==> src/rtl/spu_defs.svh <==
// --------------------------------------------------
// SPU shared constants: sample period, FIFO depth,
// register offsets, control bits, CD ring bases
// --------------------------------------------------
`ifndef SPU_DEFS_SVH
`define SPU_DEFS_SVH

// Clocks per audio sample (44.1 kHz at 33.8 MHz)
`define SPU_SAMPLE_CYCLES    768
// Transfer FIFO holds 2^5 = 32 halfwords
`define SPU_FIFO_DEPTH_LOG2  5

// CPU register byte offsets
`define SPU_REG_IRQ_ADDR     10'h1A4
`define SPU_REG_XFER_ADDR    10'h1A6
`define SPU_REG_XFER_FIFO    10'h1A8
`define SPU_REG_CTRL         10'h1AA
`define SPU_REG_STAT         10'h1AE
`define SPU_REG_CD_VOL_L     10'h1B0
`define SPU_REG_CD_VOL_R     10'h1B2

// Control register bit positions
`define SPU_CTRL_ENABLE      15
`define SPU_CTRL_UNMUTE      14
`define SPU_CTRL_IRQ_EN      6
// Mode field occupies bits 5:4
`define SPU_CTRL_MODE_LSB    4
`define SPU_CTRL_CD_EN       0

// CD ring buffers, halfword addresses in sound RAM
`define SPU_CD_RING_L        18'h00000
`define SPU_CD_RING_R        18'h00200

`endif

==> src/rtl/spu_pkg.sv <==
// --------------------------------------------------
// SPU package: vector types and state enums
// --------------------------------------------------
package spuPkg;

	// Register or sound RAM data word
	typedef logic [15:0] spuData_t;

	// Signed audio sample, also used for CD volumes
	typedef logic signed [15:0] cdSample_t;

	// Halfword address over 512 KB of sound RAM
	typedef logic [17:0] ramAddr_t;

	// CPU byte address inside the SPU window
	typedef logic [9:0] regAddr_t;

	// Position inside a 512-entry CD ring buffer
	typedef logic [8:0] ringIndex_t;

	// Transfer mode, control bits 5:4
	// DMA read is kept as a code only and acts like stop
	typedef enum logic [1:0]
	{
		XFER_STOP   = 2'd0,
		XFER_MANUAL = 2'd1,
		XFER_DMAWR  = 2'd2,
		XFER_DMARD  = 2'd3
	} xferMode_t;

	// CD write-back sequencer
	typedef enum logic [1:0]
	{
		CD_IDLE = 2'd0,
		CD_WR_L = 2'd1,
		CD_WR_R = 2'd2
	} cdWbState_t;

endpackage

==> src/rtl/spu_regs.sv <==
// --------------------------------------------------
// SPU CPU register front end: write decode, FIFO
// push strobe, address reload and read reply
// --------------------------------------------------
`timescale 1ns/1ps
`include "spu_defs.svh"

module spu_regs
(
	input  logic              i_clk,
	input  logic              i_rstN,
	input  logic              i_SPUCS,
	input  logic              i_SRD,
	input  logic              i_SWRO,
	input  spuPkg::regAddr_t  i_addr,
	input  spuPkg::spuData_t  i_dataIn,
	input  logic              i_busy,
	input  logic              i_irqFlag,
	output spuPkg::spuData_t  o_dataOut,
	output logic              o_dataOutValid,
	output logic              o_fifoPush,
	output spuPkg::spuData_t  o_irqAddr,
	output spuPkg::spuData_t  o_xferAddr,
	output logic              o_xferAddrLoad,
	output spuPkg::xferMode_t o_mode,
	output logic              o_irqEnable,
	output spuPkg::cdSample_t o_cdVolL,
	output spuPkg::cdSample_t o_cdVolR,
	output logic              o_cdOutEnable
);
	import spuPkg::*;

	logic      cpuWrite;
	logic      cpuRead;
	spuData_t  ctrlReg;
	spuData_t  irqAddrReg;
	spuData_t  xferAddrReg;
	cdSample_t cdVolLReg;
	cdSample_t cdVolRReg;
	spuData_t  statWord;
	spuData_t  readMux;

	// Strobes are level qualified by chip select, one access per cycle
	assign cpuWrite = i_SPUCS & i_SWRO;
	assign cpuRead  = i_SPUCS & i_SRD;

	// --------------------------------------------------
	// Register writes
	// --------------------------------------------------
	always_ff @(posedge i_clk or negedge i_rstN)
	begin
		if (!i_rstN)
		begin
			ctrlReg        <= '0;
			irqAddrReg     <= '0;
			xferAddrReg    <= '0;
			cdVolLReg      <= '0;
			cdVolRReg      <= '0;
			o_xferAddrLoad <= 1'b0;
		end
		else
		begin
			// Counter reload lands one cycle later, once the new value is visible
			o_xferAddrLoad <= cpuWrite && (i_addr == `SPU_REG_XFER_ADDR);
			if (cpuWrite)
			begin
				case (i_addr)
					`SPU_REG_CTRL:      ctrlReg     <= i_dataIn;
					`SPU_REG_IRQ_ADDR:  irqAddrReg  <= i_dataIn;
					`SPU_REG_XFER_ADDR: xferAddrReg <= i_dataIn;
					`SPU_REG_CD_VOL_L:  cdVolLReg   <= i_dataIn;
					`SPU_REG_CD_VOL_R:  cdVolRReg   <= i_dataIn;
					default:            ;
				endcase
			end
		end
	end

	// Data port write feeds the FIFO in the same cycle
	assign o_fifoPush = cpuWrite && (i_addr == `SPU_REG_XFER_FIFO);

	// --------------------------------------------------
	// Read reply, one cycle after the strobe
	// --------------------------------------------------
	always_comb
	begin
		statWord     = '0;
		// Status mirrors the low control bits
		statWord[5:0] = ctrlReg[5:0];
		statWord[6]   = i_irqFlag;
		// Transfer busy while words are still queued
		statWord[10]  = i_busy;
	end

	always_comb
	begin
		case (i_addr)
			`SPU_REG_CTRL:      readMux = ctrlReg;
			`SPU_REG_STAT:      readMux = statWord;
			`SPU_REG_IRQ_ADDR:  readMux = irqAddrReg;
			`SPU_REG_XFER_ADDR: readMux = xferAddrReg;
			`SPU_REG_CD_VOL_L:  readMux = cdVolLReg;
			`SPU_REG_CD_VOL_R:  readMux = cdVolRReg;
			// FIFO port and unmapped offsets read as zero
			default:            readMux = '0;
		endcase
	end

	always_ff @(posedge i_clk or negedge i_rstN)
	begin
		if (!i_rstN)
		begin
			o_dataOut      <= '0;
			o_dataOutValid <= 1'b0;
		end
		else
		begin
			o_dataOutValid <= cpuRead;
			o_dataOut      <= readMux;
		end
	end

	// Register fields out to the datapath
	assign o_irqAddr     = irqAddrReg;
	assign o_xferAddr    = xferAddrReg;
	assign o_mode        = xferMode_t'(ctrlReg[`SPU_CTRL_MODE_LSB +: 2]);
	assign o_irqEnable   = ctrlReg[`SPU_CTRL_IRQ_EN];
	assign o_cdVolL      = cdVolLReg;
	assign o_cdVolR      = cdVolRReg;
	// CD reaches the DAC only when enabled, unmuted and CD audio on
	assign o_cdOutEnable = ctrlReg[`SPU_CTRL_ENABLE] & ctrlReg[`SPU_CTRL_UNMUTE]
		& ctrlReg[`SPU_CTRL_CD_EN];

endmodule

==> src/rtl/spu_xfer_fifo.sv <==
// --------------------------------------------------
// SPU transfer FIFO, RAM transfer address counter
// and DMA write request
// --------------------------------------------------
`timescale 1ns/1ps
`include "spu_defs.svh"

module spu_xfer_fifo
(
	input  logic              i_clk,
	input  logic              i_rstN,
	input  logic              i_push,
	input  spuPkg::spuData_t  i_dataIn,
	input  logic              i_SPUDACK,
	input  spuPkg::xferMode_t i_mode,
	input  spuPkg::spuData_t  i_xferAddr,
	input  logic              i_xferAddrLoad,
	input  logic              i_xferGrant,
	output logic              o_SPUDREQ,
	output logic              o_xferReq,
	output spuPkg::ramAddr_t  o_xferAddrRam,
	output spuPkg::spuData_t  o_xferData,
	output logic              o_busy
);
	import spuPkg::*;

	localparam int depthLog2 = `SPU_FIFO_DEPTH_LOG2;

	spuData_t              fifoMem [0:(1 << depthLog2) - 1];
	// One extra pointer bit tells full from empty
	logic [depthLog2:0]    wrPtr;
	logic [depthLog2:0]    rdPtr;
	logic                  fifoFull;
	logic                  fifoEmpty;
	logic                  dmaPush;
	logic                  pushEn;
	logic                  drainMode;
	ramAddr_t              xferCnt;

	assign fifoEmpty = (wrPtr == rdPtr);
	assign fifoFull  = (wrPtr[depthLog2] != rdPtr[depthLog2])
		&& (wrPtr[depthLog2-1:0] == rdPtr[depthLog2-1:0]);

	// DMA acknowledge carries a word only in DMA write mode
	assign dmaPush = i_SPUDACK && (i_mode == XFER_DMAWR);
	// Word pushed while full is dropped
	assign pushEn  = (i_push | dmaPush) & ~fifoFull;

	// --------------------------------------------------
	// FIFO storage and pointers
	// --------------------------------------------------
	always_ff @(posedge i_clk)
	begin
		if (pushEn)
		begin
			fifoMem[wrPtr[depthLog2-1:0]] <= i_dataIn;
		end
	end

	always_ff @(posedge i_clk or negedge i_rstN)
	begin
		if (!i_rstN)
		begin
			wrPtr <= '0;
			rdPtr <= '0;
		end
		else
		begin
			if (pushEn)
			begin
				wrPtr <= wrPtr + 1'b1;
			end
			// Grant only comes with a request, so the FIFO is not empty here
			if (i_xferGrant)
			begin
				rdPtr <= rdPtr + 1'b1;
			end
		end
	end

	// Head of the FIFO goes straight to the RAM mux
	assign o_xferData = fifoMem[rdPtr[depthLog2-1:0]];

	// --------------------------------------------------
	// Transfer address counter
	// --------------------------------------------------
	always_ff @(posedge i_clk or negedge i_rstN)
	begin
		if (!i_rstN)
		begin
			xferCnt <= '0;
		end
		else if (i_xferAddrLoad)
		begin
			// Register counts 8-byte units, RAM counts halfwords
			xferCnt <= {i_xferAddr, 2'b00};
		end
		else if (i_xferGrant)
		begin
			xferCnt <= xferCnt + 1'b1;
		end
	end

	assign o_xferAddrRam = xferCnt;

	// --------------------------------------------------
	// Requests
	// --------------------------------------------------
	// Stop and DMA read both leave words parked in the FIFO
	assign drainMode = (i_mode == XFER_MANUAL) || (i_mode == XFER_DMAWR);
	assign o_xferReq = ~fifoEmpty & drainMode;
	// Keep asking for DMA words until the FIFO fills
	assign o_SPUDREQ = (i_mode == XFER_DMAWR) & ~fifoFull;
	assign o_busy    = ~fifoEmpty;

endmodule

==> src/rtl/spu_cd_capture.sv <==
// --------------------------------------------------
// SPU CD audio path: sample timer, input latches,
// DAC scaling and ring buffer write-back
// --------------------------------------------------
`timescale 1ns/1ps
`include "spu_defs.svh"

module spu_cd_capture
(
	input  logic              i_clk,
	input  logic              i_rstN,
	input  spuPkg::cdSample_t i_cdInL,
	input  spuPkg::cdSample_t i_cdInR,
	input  logic              i_cdValidL,
	input  logic              i_cdValidR,
	input  spuPkg::cdSample_t i_cdVolL,
	input  spuPkg::cdSample_t i_cdVolR,
	input  logic              i_cdOutEnable,
	input  logic              i_cdGrant,
	output logic              o_cdReq,
	output spuPkg::ramAddr_t  o_cdAddr,
	output spuPkg::spuData_t  o_cdData,
	output spuPkg::cdSample_t o_AOUTL,
	output spuPkg::cdSample_t o_AOUTR,
	output logic              o_validOut
);
	import spuPkg::*;

	localparam logic [9:0] lastCycle = 10'(`SPU_SAMPLE_CYCLES - 1);

	logic [9:0]         sampleCnt;
	logic               tick;
	cdSample_t          latchL;
	cdSample_t          latchR;
	cdSample_t          snapL;
	cdSample_t          snapR;
	logic signed [31:0] prodL;
	logic signed [31:0] prodR;
	logic signed [31:0] shiftL;
	logic signed [31:0] shiftR;
	cdWbState_t         wbState;
	ringIndex_t         ringIdx;

	// Sample period timer
	assign tick = (sampleCnt == lastCycle);

	always_ff @(posedge i_clk or negedge i_rstN)
	begin
		if (!i_rstN)
		begin
			sampleCnt <= '0;
			latchL    <= '0;
			latchR    <= '0;
			snapL     <= '0;
			snapR     <= '0;
		end
		else
		begin
			sampleCnt <= tick ? 10'd0 : sampleCnt + 10'd1;
			// Most recent sample from the drive wins
			if (i_cdValidL)
			begin
				latchL <= i_cdInL;
			end
			if (i_cdValidR)
			begin
				latchR <= i_cdInR;
			end
			// Freeze the pair that this tick writes back
			if (tick)
			begin
				snapL <= latchL;
				snapR <= latchR;
			end
		end
	end

	// --------------------------------------------------
	// DAC output, volume is 1.15 fixed point
	// --------------------------------------------------
	assign prodL  = latchL * i_cdVolL;
	assign prodR  = latchR * i_cdVolR;
	assign shiftL = prodL >>> 15;
	assign shiftR = prodR >>> 15;

	always_ff @(posedge i_clk or negedge i_rstN)
	begin
		if (!i_rstN)
		begin
			o_AOUTL    <= '0;
			o_AOUTR    <= '0;
			o_validOut <= 1'b0;
		end
		else
		begin
			o_validOut <= tick;
			if (tick)
			begin
				o_AOUTL <= i_cdOutEnable ? shiftL[15:0] : '0;
				o_AOUTR <= i_cdOutEnable ? shiftR[15:0] : '0;
			end
		end
	end

	// --------------------------------------------------
	// Ring write-back, left then right per tick
	// --------------------------------------------------
	always_ff @(posedge i_clk or negedge i_rstN)
	begin
		if (!i_rstN)
		begin
			wbState <= CD_IDLE;
			ringIdx <= '0;
		end
		else
		begin
			case (wbState)
				CD_IDLE:
				begin
					if (tick)
					begin
						wbState <= CD_WR_L;
					end
				end
				CD_WR_L:
				begin
					if (i_cdGrant)
					begin
						wbState <= CD_WR_R;
					end
				end
				CD_WR_R:
				begin
					// Index wraps at 512 by width
					if (i_cdGrant)
					begin
						wbState <= CD_IDLE;
						ringIdx <= ringIdx + 1'b1;
					end
				end
				default: wbState <= CD_IDLE;
			endcase
		end
	end

	assign o_cdReq  = (wbState == CD_WR_L) || (wbState == CD_WR_R);
	assign o_cdAddr = (wbState == CD_WR_R) ? `SPU_CD_RING_R + ramAddr_t'(ringIdx)
		: `SPU_CD_RING_L + ramAddr_t'(ringIdx);
	assign o_cdData = (wbState == CD_WR_R) ? snapR : snapL;

endmodule

==> src/rtl/spu_ram_port.sv <==
// --------------------------------------------------
// SPU sound RAM write arbiter and IRQ address watch
// --------------------------------------------------
`timescale 1ns/1ps

module spu_ram_port
(
	input  logic             i_clk,
	input  logic             i_rstN,
	input  logic             i_cdReq,
	input  spuPkg::ramAddr_t i_cdAddr,
	input  spuPkg::spuData_t i_cdData,
	input  logic             i_xferReq,
	input  spuPkg::ramAddr_t i_xferAddr,
	input  spuPkg::spuData_t i_xferData,
	input  spuPkg::spuData_t i_irqAddr,
	input  logic             i_irqEnable,
	output logic             o_cdGrant,
	output logic             o_xferGrant,
	output spuPkg::ramAddr_t o_adrRAM,
	output spuPkg::spuData_t o_dataOutRAM,
	output logic             o_dataWriteRAM,
	output logic             o_irqFlag
);

	// Fixed priority, CD write-back first
	assign o_cdGrant   = i_cdReq;
	assign o_xferGrant = i_xferReq & ~i_cdReq;

	// One write per cycle on the shared port
	assign o_dataWriteRAM = o_cdGrant | o_xferGrant;
	assign o_adrRAM       = o_cdGrant ? i_cdAddr : i_xferAddr;
	assign o_dataOutRAM   = o_cdGrant ? i_cdData : i_xferData;

	// --------------------------------------------------
	// IRQ on a write into the watched 8-byte unit
	// --------------------------------------------------
	always_ff @(posedge i_clk or negedge i_rstN)
	begin
		if (!i_rstN)
		begin
			o_irqFlag <= 1'b0;
		end
		else if (!i_irqEnable)
		begin
			// Clearing enable acknowledges the interrupt
			o_irqFlag <= 1'b0;
		end
		else if (o_dataWriteRAM && (o_adrRAM[17:2] == i_irqAddr))
		begin
			o_irqFlag <= 1'b1;
		end
	end

endmodule

==> src/rtl/spu_top.sv <==
// --------------------------------------------------
// SPU top: registers, transfer FIFO, CD capture
// and RAM port
// --------------------------------------------------
`timescale 1ns/1ps

module spu_top
(
	input  logic              i_clk,
	input  logic              i_rstN,
	input  logic              i_SPUCS,
	input  logic              i_SRD,
	input  logic              i_SWRO,
	input  spuPkg::regAddr_t  i_addr,
	input  spuPkg::spuData_t  i_dataIn,
	input  logic              i_SPUDACK,
	input  spuPkg::cdSample_t i_cdInL,
	input  spuPkg::cdSample_t i_cdInR,
	input  logic              i_cdValidL,
	input  logic              i_cdValidR,
	output spuPkg::spuData_t  o_dataOut,
	output logic              o_dataOutValid,
	output logic              o_SPUINT,
	output logic              o_SPUDREQ,
	output spuPkg::ramAddr_t  o_adrRAM,
	output spuPkg::spuData_t  o_dataOutRAM,
	output logic              o_dataWriteRAM,
	output spuPkg::cdSample_t o_AOUTL,
	output spuPkg::cdSample_t o_AOUTR,
	output logic              o_validOut
);
	import spuPkg::*;

	// Register fields
	logic      fifoPush;
	spuData_t  irqAddr;
	spuData_t  xferAddr;
	logic      xferAddrLoad;
	xferMode_t mode;
	logic      irqEnable;
	cdSample_t cdVolL;
	cdSample_t cdVolR;
	logic      cdOutEnable;
	logic      busy;
	logic      irqFlag;
	// Requesters into the RAM arbiter
	logic      xferReq;
	logic      xferGrant;
	ramAddr_t  xferAddrRam;
	spuData_t  xferData;
	logic      cdReq;
	logic      cdGrant;
	ramAddr_t  cdAddr;
	spuData_t  cdData;

	spu_regs spu_regs_inst
	(
		.i_clk          (i_clk),
		.i_rstN         (i_rstN),
		.i_SPUCS        (i_SPUCS),
		.i_SRD          (i_SRD),
		.i_SWRO         (i_SWRO),
		.i_addr         (i_addr),
		.i_dataIn       (i_dataIn),
		.i_busy         (busy),
		.i_irqFlag      (irqFlag),
		.o_dataOut      (o_dataOut),
		.o_dataOutValid (o_dataOutValid),
		.o_fifoPush     (fifoPush),
		.o_irqAddr      (irqAddr),
		.o_xferAddr     (xferAddr),
		.o_xferAddrLoad (xferAddrLoad),
		.o_mode         (mode),
		.o_irqEnable    (irqEnable),
		.o_cdVolL       (cdVolL),
		.o_cdVolR       (cdVolR),
		.o_cdOutEnable  (cdOutEnable)
	);

	// CPU and DMA words share the data bus
	spu_xfer_fifo spu_xfer_fifo_inst
	(
		.i_clk          (i_clk),
		.i_rstN         (i_rstN),
		.i_push         (fifoPush),
		.i_dataIn       (i_dataIn),
		.i_SPUDACK      (i_SPUDACK),
		.i_mode         (mode),
		.i_xferAddr     (xferAddr),
		.i_xferAddrLoad (xferAddrLoad),
		.i_xferGrant    (xferGrant),
		.o_SPUDREQ      (o_SPUDREQ),
		.o_xferReq      (xferReq),
		.o_xferAddrRam  (xferAddrRam),
		.o_xferData     (xferData),
		.o_busy         (busy)
	);

	spu_cd_capture spu_cd_capture_inst
	(
		.i_clk         (i_clk),
		.i_rstN        (i_rstN),
		.i_cdInL       (i_cdInL),
		.i_cdInR       (i_cdInR),
		.i_cdValidL    (i_cdValidL),
		.i_cdValidR    (i_cdValidR),
		.i_cdVolL      (cdVolL),
		.i_cdVolR      (cdVolR),
		.i_cdOutEnable (cdOutEnable),
		.i_cdGrant     (cdGrant),
		.o_cdReq       (cdReq),
		.o_cdAddr      (cdAddr),
		.o_cdData      (cdData),
		.o_AOUTL       (o_AOUTL),
		.o_AOUTR       (o_AOUTR),
		.o_validOut    (o_validOut)
	);

	spu_ram_port spu_ram_port_inst
	(
		.i_clk          (i_clk),
		.i_rstN         (i_rstN),
		.i_cdReq        (cdReq),
		.i_cdAddr       (cdAddr),
		.i_cdData       (cdData),
		.i_xferReq      (xferReq),
		.i_xferAddr     (xferAddrRam),
		.i_xferData     (xferData),
		.i_irqAddr      (irqAddr),
		.i_irqEnable    (irqEnable),
		.o_cdGrant      (cdGrant),
		.o_xferGrant    (xferGrant),
		.o_adrRAM       (o_adrRAM),
		.o_dataOutRAM   (o_dataOutRAM),
		.o_dataWriteRAM (o_dataWriteRAM),
		.o_irqFlag      (irqFlag)
	);

	assign o_SPUINT = irqFlag;

endmodule

==> config.mk <==
export PLATFORM = sky130hd
export DESIGN_NAME = spu_top
export DESIGN_NICKNAME = d
export VERILOG_FILES = /design/src/rtl/spu_pkg.sv /design/src/rtl/spu_regs.sv /design/src/rtl/spu_xfer_fifo.sv /design/src/rtl/spu_cd_capture.sv /design/src/rtl/spu_ram_port.sv /design/src/rtl/spu_top.sv
export VERILOG_INCLUDE_DIRS = /design/src /design/src/rtl
export SDC_FILE = /design/constraint.sdc
export NUM_CORES = 2
export LEC_CHECK = 0
export BUFFER_PORTS_ARGS = -buffer_cell sky130_fd_sc_hd__buf_2
export CAP_MARGIN = 25
export CORE_MARGIN = 1.5
export CORE_UTILIZATION = 46
export DETAILED_ROUTE_END_ITERATION = 10
export PLACE_DENSITY = 0.73
export SLEW_MARGIN = 25
export SYNTH_ARGS = -nofsm -noshare
export SYNTH_HDL_FRONTEND = slang
export SYNTH_SLANG_ARGS = --single-unit
==> constraint.sdc <==
create_clock -name i_clk -period 7.7 [get_ports i_clk]
set_clock_uncertainty 0.15 [all_clocks]
set_input_delay 1.54 -clock i_clk [delete_from_list [all_inputs] [get_ports i_clk]]
set_output_delay 1.54 -clock i_clk [all_outputs]
set_load 0.005 [all_outputs]
==> metrics <==
ranking of synthesized cells by area=edfxtp_1 (32%), fa_1 (21%), dfrtp_1 (13%), mux4_2 (7.4%), inv_1 (4.4%); Synth warnings=0; Core Util, Final=50.95%; met2 wire len=56180 µm; mapped cell area=0.04875 mm²; die footprint=0.1079 mm²; final setup vio count=0; fin crit period=6780 ps; Post-CTS Resized=0; layout cells sized above 1=16.50%; crit share post-route=88.05%; I/O pin cnt=153; hold path startpoint=spu_cd_capture_inst.o_AOUTL[11]; gr ovfl total=0; hold path cells=2; #FFs+latches synth=759; initial DRC count=2928; post-route ant nets=0; CTS clock-pin slew for the worst setup and hold paths=60 ps; crit path max fanout=18; Netlist cell types=72; leakage=23.17 nW; CTS Hold Bufs=0; Max Slew Vio Count=0; Num Clock Sinks=759; drt first pass iters=7; Layout Nets=4582; Critical Path AT=7130 ps; drt total wl=119300 µm; Die Wd=328.5 µm; WL met3=11310 µm; vias in the first global route=31118; ys async rst share=32.54%; critical path launch point=spu_regs_inst.o_cdVolL[10]; max-cap viol count=0; antenna violations before repair=19; GRT Overall Usage=22.98%; Die H=328.5 µm; status=finished clean; first-pass GRT wire length=185800 µm; VDD IR max=275.5 µV; worst-margin pin slew=1040 ps; crit end category=flop; area grow syn2layout=9.856%; PortBufs=152; Worst-Skew Late Latency=650 ps; top-area cell type share of the netlist area=31.54%; Mapped Nets=4471; final count of hold timing violations=0; number of remaining DRC errors=0; DR vias/cell=5.531; Slew headroom=30.38%; total number of vias=29301; Metal-1 WL=47730 µm; root buf cell=clkbuf_16; most common cell after layout, fill and taps aside=inv_1; Synth area leader=edfxtp_1; post-synthesis cell count=3728; H-tree levels=3; HP Class=flop to flop; Initial Util=46.37%; gpl congestion=0.8714; WL/cell=22.52 µm; TritonCTS clock tree=built; number of cells on the worst reg-to-reg path=19; RSZ-0062 raised after global routing=no; Primary FF master, synth=edfxtp_1; Mean Syn Cell Area=13.08 µm²; DPL Wire Length=83540 µm; Crit Path Class=flop to flop; startpoint class of the critical path=flop; Setup TNS=0 ps; Top Layer Used=met5; pwr dens=207.0 mW/mm²; number of CTS-inserted buffers=78; Post-synth EDFFs=512; Clock Tree Buf Depth=3; postcts setup bufs=0; largest net degree at the start of global routing=157; R2R Path Start=spu_regs_inst.o_cdVolL[10]; Worst EP required=8050 ps; f_max=0.1475 GHz; commonest cells after routing, fill and taps aside=inv_1 (572), edfxtp_1 (512), fa_1 (510), nand2_1 (440), dfrtp_1 (244); FP Rows=119; core area=0.1051 mm²; Seq/Total Area, Yosys=44.22%
-- layer usage --
layer	vias up	GRT usage [%]
met5	-	0
li1	12546	-
met1	15234	30.86
met3	237	5.807
met2	1262	36.58
met4	22	7.764
-- per-stage QoR --
stage          hold WS, ps  setup WS (ps)  power [W]  cells  cell area (µm²)
2_1_floorplan        290.3           1473   0.006456   3728            48750
3_3_place_gp         305.6           1068   0.007376   5149            51010
3_5_place_dp         313.4          923.9   0.007420   5149            51010
4_1_cts              328.1          906.7    0.01116   5292            53520
5_1_grt              343.0          543.3    0.01151   5295            53550
6_report             324.3          920.4    0.01109   5298            53550
-- worst max-delay path, stage by stage, from the launching register on --
cell and delay [ps]:
dfrtp_1 920, nand2_1 210, fa_1 570, inv_1 60
fa_1 510, fa_1 590, fa_1 480, fa_1 500
inv_1 50, fa_1 490, inv_1 50, ha_1 330
o21a_1 200, a21o_1 190, a21o_1 200, o31ai_2 400
o21ai_1 220, o31ai_1 270, xnor2_1 150, o21ai_1 80
-- final cells by class --
cell class	count	area [µm²]
clock inverters	47	454.2
multi-input cells	2213	24310
flip-flops and latches	759	21570
well taps	1391	1740
inverters	573	2151
repair buffers	214	1261
clock buffers	96	2053
fillers	8794	51570
diodes	5	12.51
-- logic make-up (layout without fill, tap and decap cells) --
group | Yosys count | after routing | synth area share [%]
buf+inv | 756 | 930 | 5.960
xor+xnor | 114 | 114 | 2.048
fa+ha+maj | 677 | 677 | 25.23
other cells | 0 | 5 | 0
flops | 759 | 759 | 44.22
mux | 306 | 306 | 10.71
compound gates | 213 | 213 | 2.913
simple gates | 903 | 903 | 8.917
-- Yosys cell counts, drive strengths merged, types with 11 or more instances --
cell and instances:
nand3 29, buf 38, dfrtp 247, a22oi 11, ha 167, and2 234, mux2 126, inv 573
o21ai 65, clkbuf 145, mux2i 20, xnor2 72, a211oi 24, nand4 16, nor2b 30, a21o 14
and3 13, fa 510, a21oi 42, edfxtp 512, xor2 42, mux4 160, nand2 441, nor2 96
-- state kept, by name (all words and copies together), names as in the netlist, 9 cells and up --
| name | count |
|---|---|
| spu_cd_capture_inst.o_AOUTR | 16 |
| spu_cd_capture_inst.o_AOUTL | 16 |
| spu_cd_capture_inst.snapR | 16 |
| spu_cd_capture_inst.sampleCnt | 10 |
| spu_regs_inst.ctrlReg | 16 |
| spu_regs_inst.o_xferAddr | 16 |
| spu_xfer_fifo_inst.fifoMem | 512 |
| spu_regs_inst.o_cdVolR | 16 |
| spu_cd_capture_inst.latchL | 16 |
| spu_cd_capture_inst.ringIdx | 9 |
| spu_regs_inst.o_cdVolL | 16 |
| spu_regs_inst.o_irqAddr | 16 |
| spu_regs_inst.o_dataOut | 16 |
| spu_xfer_fifo_inst.o_xferAddrRam | 18 |
| spu_cd_capture_inst.latchR | 16 |
| spu_cd_capture_inst.snapL | 16 |
-- worst paths after layout --
check / end / slack [ps]
min reg2reg: spu_cd_capture_inst.o_AOUTL[11] / 320
max: spu_cd_capture_inst.o_AOUTL[15] / 920
max reg2reg: spu_cd_capture_inst.o_AOUTL[15] / 920
min in group asynchronous: spu_cd_capture_inst.ringIdx[7] / 780
max in group asynchronous: spu_cd_capture_inst.o_AOUTL[9] / 5220
min: spu_cd_capture_inst.o_AOUTL[11] / 320
-- where the power goes --
part	switching [W]	total, W	internal [W]	leakage, nW
combinational	0.00129	0.00258	0.00129	14.1
sequential	0.000354	0.00478	0.00442	7.90
clock	0.00166	0.00373	0.00206	1.21
total	0.00331	0.0111	0.00778	23.2
No activity file was read; power rests on OpenSTA's default activity.
